## src/fu_config.svh

```systemverilog
`ifndef FU_CONFIG_SVH
`define FU_CONFIG_SVH

// datapath width of the integer core
`define FU_XLEN 32

// instruction ID carried along with every request
`define FU_TID_WIDTH 8

// destination register index
`define FU_RD_WIDTH 5

// slots on the result-return bus: alu, csr, mul, div
`define FU_SLOT_N 4

`endif

```

## src/fu_pkg.sv

```systemverilog
`default_nettype none
`include "fu_config.svh"

package fu_pkg;

	typedef logic [`FU_TID_WIDTH-1:0] tid_t;

	// encoding follows the issue stage, branch compares in the upper half
	typedef enum logic [3:0] {
		op_add  = 4'd0,
		op_sub  = 4'd1,
		op_sll  = 4'd2,
		op_slt  = 4'd3,
		op_sltu = 4'd4,
		op_xor  = 4'd5,
		op_srl  = 4'd6,
		op_sra  = 4'd7,
		op_or   = 4'd8,
		op_and  = 4'd9,
		op_beq  = 4'd10,
		op_bne  = 4'd11,
		op_blt  = 4'd12,
		op_bge  = 4'd13,
		op_bltu = 4'd14,
		op_bgeu = 4'd15
	} alu_op_t;

	typedef struct packed {
		alu_op_t op_mode;
		logic [`FU_XLEN-1:0] op1;
		logic [`FU_XLEN-1:0] op2;
		tid_t tid;
	} alu_req_t;

	// operands are sign or zero extended to 33 bits by the decoder
	typedef struct packed {
		logic [`FU_XLEN:0] op_a;
		logic [`FU_XLEN:0] op_b;
		logic sel; // mul: high word, div: remainder
		logic [`FU_RD_WIDTH-1:0] rd_id;
		tid_t inst_id;
	} muldiv_req_t;

	typedef struct packed {
		logic [`FU_XLEN-1:0] data;
		logic [`FU_RD_WIDTH-1:0] rd_id;
		tid_t inst_id;
	} unit_res_t;

	typedef struct packed {
		logic vld;
		tid_t tid;
		logic [`FU_XLEN-1:0] data;
	} fu_res_t;

	// positions on the result-return bus
	localparam int slot_alu = 0;
	localparam int slot_csr = 1;
	localparam int slot_mul = 2;
	localparam int slot_div = 3;

endpackage

`default_nettype wire

```

## src/fu_alu.sv

```systemverilog
`default_nettype none
`include "fu_config.svh"

module fu_alu
	import fu_pkg::*;
(
	input wire alu_req_t req,
	output logic [`FU_XLEN-1:0] res,
	output logic brc_cond
);

	logic [`FU_XLEN-1:0] a;
	logic [`FU_XLEN-1:0] b;
	logic [4:0] shamt;
	logic eq; // shared by beq/bne
	logic lt_s; // shared by slt/blt/bge
	logic lt_u; // shared by sltu/bltu/bgeu

	assign a = req.op1;
	assign b = req.op2;
	assign shamt = req.op2[4:0]; // rv32i uses low 5 bits only

	assign eq = (a == b);
	assign lt_s = ($signed(a) < $signed(b));
	assign lt_u = (a < b);

	always_comb
	begin
		res = '0;
		brc_cond = 1'b0;
		case (req.op_mode)
			op_add:
				res = a + b;
			op_sub:
				res = a - b;
			op_sll:
				res = a << shamt;
			op_slt:
				res = {{(`FU_XLEN-1){1'b0}}, lt_s};
			op_sltu:
				res = {{(`FU_XLEN-1){1'b0}}, lt_u};
			op_xor:
				res = a ^ b;
			op_srl:
				res = a >> shamt;
			op_sra:
				res = $unsigned($signed(a) >>> shamt); // keeps sign bit
			op_or:
				res = a | b;
			op_and:
				res = a & b;
			op_beq:
				brc_cond = eq;
			op_bne:
				brc_cond = ~eq;
			op_blt:
				brc_cond = lt_s;
			op_bge:
				brc_cond = ~lt_s;
			op_bltu:
				brc_cond = lt_u;
			op_bgeu:
				brc_cond = ~lt_u;
			default:
			begin
				res = '0;
				brc_cond = 1'b0;
			end
		endcase
	end

endmodule

`default_nettype wire

```

## src/fu_multiplier.sv

```systemverilog
`default_nettype none
`include "fu_config.svh"

module fu_multiplier
	import fu_pkg::*;
(
	input wire aclk,
	input wire rst,
	input wire muldiv_req_t req,
	input wire req_valid,
	output logic req_ready,
	output unit_res_t res,
	output logic res_valid
);

	logic s1_vld;
	logic signed [`FU_XLEN:0] s1_a;
	logic signed [`FU_XLEN:0] s1_b;
	logic s1_sel;
	logic [`FU_RD_WIDTH-1:0] s1_rd_id;
	tid_t s1_inst_id;

	logic s2_vld;
	logic signed [2*`FU_XLEN+1:0] s2_prod; // full 66-bit product
	logic s2_sel;
	logic [`FU_RD_WIDTH-1:0] s2_rd_id;
	tid_t s2_inst_id;

	assign req_ready = 1'b1; // fully pipelined, never stalls

	always_ff @(posedge aclk)
	begin
		if (rst)
		begin
			s1_vld <= 1'b0;
			s2_vld <= 1'b0;
		end
		else
		begin
			s1_vld <= req_valid;
			s2_vld <= s1_vld;
		end
	end

	// operand and tag capture
	always_ff @(posedge aclk)
	begin
		if (req_valid)
		begin
			s1_a <= req.op_a;
			s1_b <= req.op_b;
			s1_sel <= req.sel;
			s1_rd_id <= req.rd_id;
			s1_inst_id <= req.inst_id;
		end
	end

	always_ff @(posedge aclk)
	begin
		if (s1_vld)
		begin
			s2_prod <= s1_a * s1_b;
			s2_sel <= s1_sel;
			s2_rd_id <= s1_rd_id;
			s2_inst_id <= s1_inst_id;
		end
	end

	assign res.data = s2_sel ? s2_prod[2*`FU_XLEN-1:`FU_XLEN] : s2_prod[`FU_XLEN-1:0];
	assign res.rd_id = s2_rd_id;
	assign res.inst_id = s2_inst_id;
	assign res_valid = s2_vld;

endmodule

`default_nettype wire

```

## src/fu_divider.sv

```systemverilog
`default_nettype none
`include "fu_config.svh"

module fu_divider
	import fu_pkg::*;
(
	input wire aclk,
	input wire rst,
	input wire muldiv_req_t req,
	input wire req_valid,
	output logic req_ready,
	output unit_res_t res,
	output logic res_valid
);

	typedef enum logic [1:0] {
		st_idle,
		st_calc,
		st_done
	} div_state_t;

	div_state_t state;
	logic [5:0] cnt; // step counter, 33 steps

	logic [`FU_XLEN:0] rem_r; // partial remainder magnitude
	logic [`FU_XLEN:0] quo_r; // dividend shifts out, quotient shifts in
	logic [`FU_XLEN:0] dvs_r; // divisor magnitude
	logic [`FU_XLEN-1:0] dvd_r; // original dividend for the zero case
	logic neg_q;
	logic neg_r;
	logic dvs_zero;
	logic sel_r;
	logic [`FU_RD_WIDTH-1:0] rd_id_r;
	tid_t inst_id_r;

	logic accept;
	logic [`FU_XLEN+1:0] shift_rem;
	logic [`FU_XLEN+2:0] trial; // msb set means the subtract failed
	logic [`FU_XLEN:0] quo_fix;
	logic [`FU_XLEN:0] rem_fix;

	assign req_ready = (state == st_idle);
	assign accept = req_valid & req_ready;

	assign shift_rem = {rem_r, quo_r[`FU_XLEN]};
	assign trial = {1'b0, shift_rem} - {2'b00, dvs_r};

	always_ff @(posedge aclk)
	begin
		if (rst)
		begin
			state <= st_idle;
			cnt <= '0;
		end
		else
		begin
			case (state)
				st_idle:
					if (accept)
					begin
						state <= st_calc;
						cnt <= '0;
					end
				st_calc:
				begin
					cnt <= cnt + 6'd1;
					if (cnt == 6'd32)
						state <= st_done;
				end
				st_done:
					state <= st_idle; // one result cycle
				default:
					state <= st_idle;
			endcase
		end
	end

	always_ff @(posedge aclk)
	begin
		if (accept)
		begin
			rem_r <= '0;
			quo_r <= req.op_a[`FU_XLEN] ? -req.op_a : req.op_a;
			dvs_r <= req.op_b[`FU_XLEN] ? -req.op_b : req.op_b;
			dvd_r <= req.op_a[`FU_XLEN-1:0];
			neg_q <= req.op_a[`FU_XLEN] ^ req.op_b[`FU_XLEN];
			neg_r <= req.op_a[`FU_XLEN]; // remainder follows dividend
			dvs_zero <= (req.op_b == '0);
			sel_r <= req.sel;
			rd_id_r <= req.rd_id;
			inst_id_r <= req.inst_id;
		end
		else if (state == st_calc)
		begin
			// restoring step
			if (trial[`FU_XLEN+2])
				rem_r <= shift_rem[`FU_XLEN:0];
			else
				rem_r <= trial[`FU_XLEN:0];
			quo_r <= {quo_r[`FU_XLEN-1:0], ~trial[`FU_XLEN+2]};
		end
	end

	assign quo_fix = neg_q ? -quo_r : quo_r;
	assign rem_fix = neg_r ? -rem_r : rem_r;

	always_comb
	begin
		if (dvs_zero)
			res.data = sel_r ? dvd_r : {`FU_XLEN{1'b1}}; // risc-v div by zero
		else
			res.data = sel_r ? rem_fix[`FU_XLEN-1:0] : quo_fix[`FU_XLEN-1:0];
	end

	assign res.rd_id = rd_id_r;
	assign res.inst_id = inst_id_r;
	assign res_valid = (state == st_done);

endmodule

`default_nettype wire

```

## src/fu_group.sv

```systemverilog
`default_nettype none
`include "fu_config.svh"

module fu_group
	import fu_pkg::*;
(
	input wire aclk,
	input wire rst,

	// alu, always accepted
	input wire alu_req_t alu_req,
	input wire alu_valid,
	input wire alu_use_res, // result goes back to the register file
	output logic [`FU_XLEN-1:0] alu_res,
	output logic alu_brc_cond,

	// csr atomic read
	input wire [11:0] csr_addr,
	input wire tid_t csr_tid,
	input wire csr_valid,
	output logic [11:0] csr_raddr, // to external csr file
	input wire [`FU_XLEN-1:0] csr_dout, // old csr value

	// multiplier
	input wire muldiv_req_t mul_req,
	input wire mul_valid,
	output logic mul_ready,

	// divider
	input wire muldiv_req_t div_req,
	input wire div_valid,
	output logic div_ready,

	// result-return bus, one slot per unit
	output fu_res_t [`FU_SLOT_N-1:0] fu_res
);

	unit_res_t mul_res;
	logic mul_res_valid;
	unit_res_t div_res;
	logic div_res_valid;

	fu_alu fu_alu_inst (
		.req(alu_req),
		.res(alu_res),
		.brc_cond(alu_brc_cond)
	);

	fu_multiplier fu_multiplier_inst (
		.aclk(aclk),
		.rst(rst),
		.req(mul_req),
		.req_valid(mul_valid),
		.req_ready(mul_ready),
		.res(mul_res),
		.res_valid(mul_res_valid)
	);

	fu_divider fu_divider_inst (
		.aclk(aclk),
		.rst(rst),
		.req(div_req),
		.req_valid(div_valid),
		.req_ready(div_ready),
		.res(div_res),
		.res_valid(div_res_valid)
	);

	assign csr_raddr = csr_addr;

	// branches with no rd write nothing back
	assign fu_res[slot_alu] = '{vld: alu_valid & alu_use_res, tid: alu_req.tid, data: alu_res};
	assign fu_res[slot_csr] = '{vld: csr_valid, tid: csr_tid, data: csr_dout};
	assign fu_res[slot_mul] = '{vld: mul_res_valid, tid: mul_res.inst_id, data: mul_res.data};
	assign fu_res[slot_div] = '{vld: div_res_valid, tid: div_res.inst_id, data: div_res.data};

endmodule

`default_nettype wire

```

## config.mk

```make
export PLATFORM = sky130hd
export DESIGN_NAME = fu_group
export DESIGN_NICKNAME = d
export VERILOG_FILES = /design/src/fu_pkg.sv /design/src/fu_alu.sv /design/src/fu_multiplier.sv /design/src/fu_divider.sv /design/src/fu_group.sv
export VERILOG_INCLUDE_DIRS = /design/src
export SDC_FILE = /design/constraint.sdc
export NUM_CORES = 2
export LEC_CHECK = 0
export BUFFER_PORTS_ARGS = -buffer_cell sky130_fd_sc_hd__buf_4
export CAP_MARGIN = 5
export CORE_AREA = 2 2 459 461
export CTS_CLUSTER_DIAMETER = 200
export CTS_CLUSTER_SIZE = 10
export DETAILED_ROUTE_END_ITERATION = 10
export DIE_AREA = 0 0 461 463
export PLACE_DENSITY = 0.44
export SYNTH_ARGS = -nofsm -noshare
export SYNTH_HDL_FRONTEND = slang
export SYNTH_SLANG_ARGS = --single-unit
```

## constraint.sdc

```tcl
create_clock -name aclk -period 7.9 [get_ports aclk]
set_input_delay 0.395 -clock aclk [delete_from_list [all_inputs] [get_ports aclk]]
set_output_delay 0.395 -clock aclk [all_outputs]
set_load 0.01 [all_outputs]
```

==> results.sh <==
export IMPL_cts_tree="done"
export IMPL_fin_tns_setup_ns=0
export IMPL_syn_area_um2=62200
export IMPL_cts_made_buffers=37
export IMPL_detailed_place_area_um2=70000
export IMPL_fin_crit_sh_pct=98.8
export IMPL_hp_start="div_req[42]"
export IMPL_clk_pin_slew_ns=0.06
export IMPL_yosys_warnings=0
export IMPL_mostFrequentLayoutCell="inv_1"
export IMPL_skew_ns=0.0313
export IMPL_slew_headroom_pct=19.6
export IMPL_fin_ws_ns=0.0961
export IMPL_cts_path_max_buffers=3
export IMPL_nets=8931
export IMPL_critical_path_max_stage_delay_ns=0.54
export IMPL_drtAntennaViolNets=0
export IMPL_worstMarginPinSlew_ns=1.21
export IMPL_finalHoldViolations=0
export IMPL_area_growth_syn_to_layout_pct=17.0
export IMPL_path_class="flop to flop"
export IMPL_die_h_um=463
export IMPL_yosysSeqAreaShare_pct=13.8
export IMPL_timing_critical_path_mode_cell="fa_1"
export IMPL_fin_hold_ws_ns=0.101
export IMPL_initial_core_util_pct=29.8
export IMPL_setup_viol=0
export IMPL_die_w_um=461
export IMPL_grt_pass1_wl_um=314000
export IMPL_synth_seq_cells=301
export IMPL_worstHoldPathType="primary input to flop"
export IMPL_cp_end_kind="flop"
export IMPL_dp_hpwl_um=169000
export IMPL_core_area_um2=209000
export IMPL_grt_pass1_vias=50300
export IMPL_critical_path_peak_fanout=20
export IMPL_drt_wirelength_per_cell_um=20.4
export IMPL_clkSinkCount=301
export IMPL_critPathLaunchType="flop"
export IMPL_crit_path_start="fu_multiplier_inst.s1_a[20]$_DFFE_PP_"
export IMPL_worst_r2r_path_depth=29
export IMPL_place_ws_ns=-0.315
export IMPL_rsz0062_at_grt="yes"
export IMPL_hold_end="fu_divider_inst.dvs_r[28]$_DFFE_PP_"
export IMPL_maxSlewViolCount=0
export IMPL_vias_per_cell=4.77
export IMPL_drc=0
export IMPL_avgSynthCellArea_um2=9.25
export IMPL_r2r_end="fu_multiplier_inst.s2_prod[62]$_DFFE_PP_"
export IMPL_pin_count=506
export IMPL_drt_pass1_iter_count=6
export IMPL_hold_depth=2
export IMPL_grt_max_degree=88
export IMPL_r2r_start="fu_multiplier_inst.s1_a[20]$_DFFE_PP_"
export IMPL_synthCells=6723
export IMPL_post_route_min_period_ns=7.80
export IMPL_htreeDepth=2
export IMPL_grt_remaining_overflow=0
export IMPL_track_usage_pct=19.2
export IMPL_rows=168
export IMPL_synth_flop_cell="edfxtp_1"
export IMPL_antenna_found_initial=19
export IMPL_synthArstFlopShare_pct=0
export IMPL_drt_iter0_drc=3005
export IMPL_crit_arrival_ns=8.16
export IMPL_critPathRequiredTime_ns=8.26
export IMPL_slowest_stage="fa_1"
export IMPL_io_buffers=372
export IMPL_drv_cap=0
export IMPL_dieArea_um2=213000
export IMPL_syn_nets=8495
export IMPL_routed_wl_um=204000
export IMPL_yosysUniqueCellTypes=85
export IMPL_clockRootBuffer="clkbuf_16"
export IMPL_vias=47600
export IMPL_finalInstanceArea_um2=72700
export IMPL_gp_congestion=0.872
export IMPL_drive_gt1_share_pct=13.9
export IMPL_outcome="finished clean"
export IMPL_mostFrequentLayoutCells="inv_1 (1278), fa_1 (1112), nand2_1 (732)"
export IMPL_fmax_ghz=0.128
export IMPL_r2r_slack_ns=0.1
export IMPL_clock_latency_ns=0.63
export IMPL_synth_edf_count=258
## critical path: cells and delay by family (launching register included)
family | cells | cell delay [ns]
adder cells (fa/ha/maj) | 9 | 4.37
flip-flops | 1 | 0.42
XOR/XNOR | 1 | 0.13
buffers and inverters | 10 | 0.97
AO/OA/AOI/OAI | 4 | 0.78
AND/OR/NAND/NOR | 5 | 0.86
## layout make-up
type | instances | area (µm²)
Tap cell | 2805 | 3510
Antenna cell | 9 | 22.5
Sequential cell | 301 | 8610
Multi-Input combinational cell | 4674 | 47000
Clock buffer | 53 | 1010
Timing Repair Buffer | 860 | 7650
Inverter | 1285 | 4820
Fill cell | 21700 | 136000
Clock inverter | 6 | 110
## flip-flops by register name (all words and copies together) (netlist names), 6 cells and up
register                       count
fu_divider_inst.cnt                6
fu_divider_inst.dvd_r             32
fu_divider_inst.dvs_r             33
fu_divider_inst.inst_id_r          8
fu_divider_inst.quo_r             33
fu_divider_inst.rem_r             33
fu_multiplier_inst.s1_a           33
fu_multiplier_inst.s1_b           33
fu_multiplier_inst.s1_inst_id      8
fu_multiplier_inst.s2_inst_id      8
fu_multiplier_inst.s2_prod        64
## metal layers
metal	vias to the layer above	share of wire, %	track usage (%)
met5	-	0.026	0
met4	8	2.2	4.30
met3	197	4.4	2.36
met2	1094	46	30.7
met1	24400	47	27.5
li1	22000	-	-
## how the worst max path moves through the flow
stage,end,slack [ns],depth (start not counted)
after floorplan,fu_multiplier_inst.s2_prod[63]$_DFFE_PP_,0.04,29
after global placement,fu_multiplier_inst.s2_prod[63]$_DFFE_PP_,-0.14,27
after detailed placement,fu_multiplier_inst.s2_prod[63]$_DFFE_PP_,-0.32,27
after CTS,fu_multiplier_inst.s2_prod[49]$_DFFE_PP_,-0.02,28
after global routing,fu_multiplier_inst.s2_prod[62]$_DFFE_PP_,-0.24,30
final,fu_multiplier_inst.s2_prod[62]$_DFFE_PP_,0.1,29
## through the flow
stage          utilization (%)  std cells
5_1_grt                   34.9       9988
3_5_place_dp              33.6       9798
3_3_place_gp              33.6       9798
2_1_floorplan                -       6723
6_report                  34.9       9993
4_1_cts                   34.7       9976
## Yosys cell counts, drive strengths merged (30+ instances only)
| master | number | share of area [%] |
|---|---|---|
| o211ai | 32 | 0.39 |
| o21ai | 244 | 2.0 |
| nand3 | 66 | 0.53 |
| and2 | 561 | 5.6 |
| a31oi | 30 | 0.30 |
| a21o | 52 | 0.63 |
| a21oi | 223 | 1.8 |
| o21bai | 32 | 0.39 |
| edfxtp | 258 | 12 |
| or3 | 30 | 0.30 |
| a22oi | 41 | 0.50 |
| nand2 | 734 | 4.4 |
| nor3 | 52 | 0.42 |
| clkbuf | 325 | 2.0 |
| mux2i | 77 | 1.2 |
| nor2b | 39 | 0.39 |
| buf | 138 | 1.5 |
| o31ai | 42 | 0.55 |
| mux4 | 53 | 1.9 |
| ha | 349 | 7.0 |
| mux2 | 46 | 0.83 |
| inv | 1285 | 7.8 |
| nor2 | 238 | 1.4 |
| a211oi | 40 | 0.48 |
| dfxtp | 43 | 1.4 |
| xor2 | 102 | 1.4 |
| xnor2 | 125 | 1.8 |
| nand2b | 36 | 0.36 |
| fa | 1128 | 36 |
## logic make-up (layout without fill, tap and decap cells)
| kind of cell | after synthesis | count (layout) | share of synthesized area (%) |
|---|---|---|---|
| AOI/OAI and AO/OA | 935 | 935 | 9.76 |
| xor gates and xnor gates | 227 | 227 | 3.20 |
| adders and majority gates | 1477 | 1477 | 43.3 |
| buffers and inverters | 1748 | 2204 | 11.2 |
| DFF | 301 | 301 | 13.8 |
| muxes | 176 | 176 | 3.99 |
| other | 1 | 10 | 0.00603 |
| and+or+nand+nor | 1858 | 1858 | 14.7 |
## what timing repair did
item	4_1_cts	5_1_grt
hold buffers	118	0
pin swaps	12	18
setup endpoints to repair	14	25
gates cloned	0	0
buffers inserted	1	8
resized for setup	27	64
hold endpoints to repair	126	0
Power is left out: the tool's default activity adds up to more than one toggle a clock period on the data nets, which glitch-free logic cannot reach.
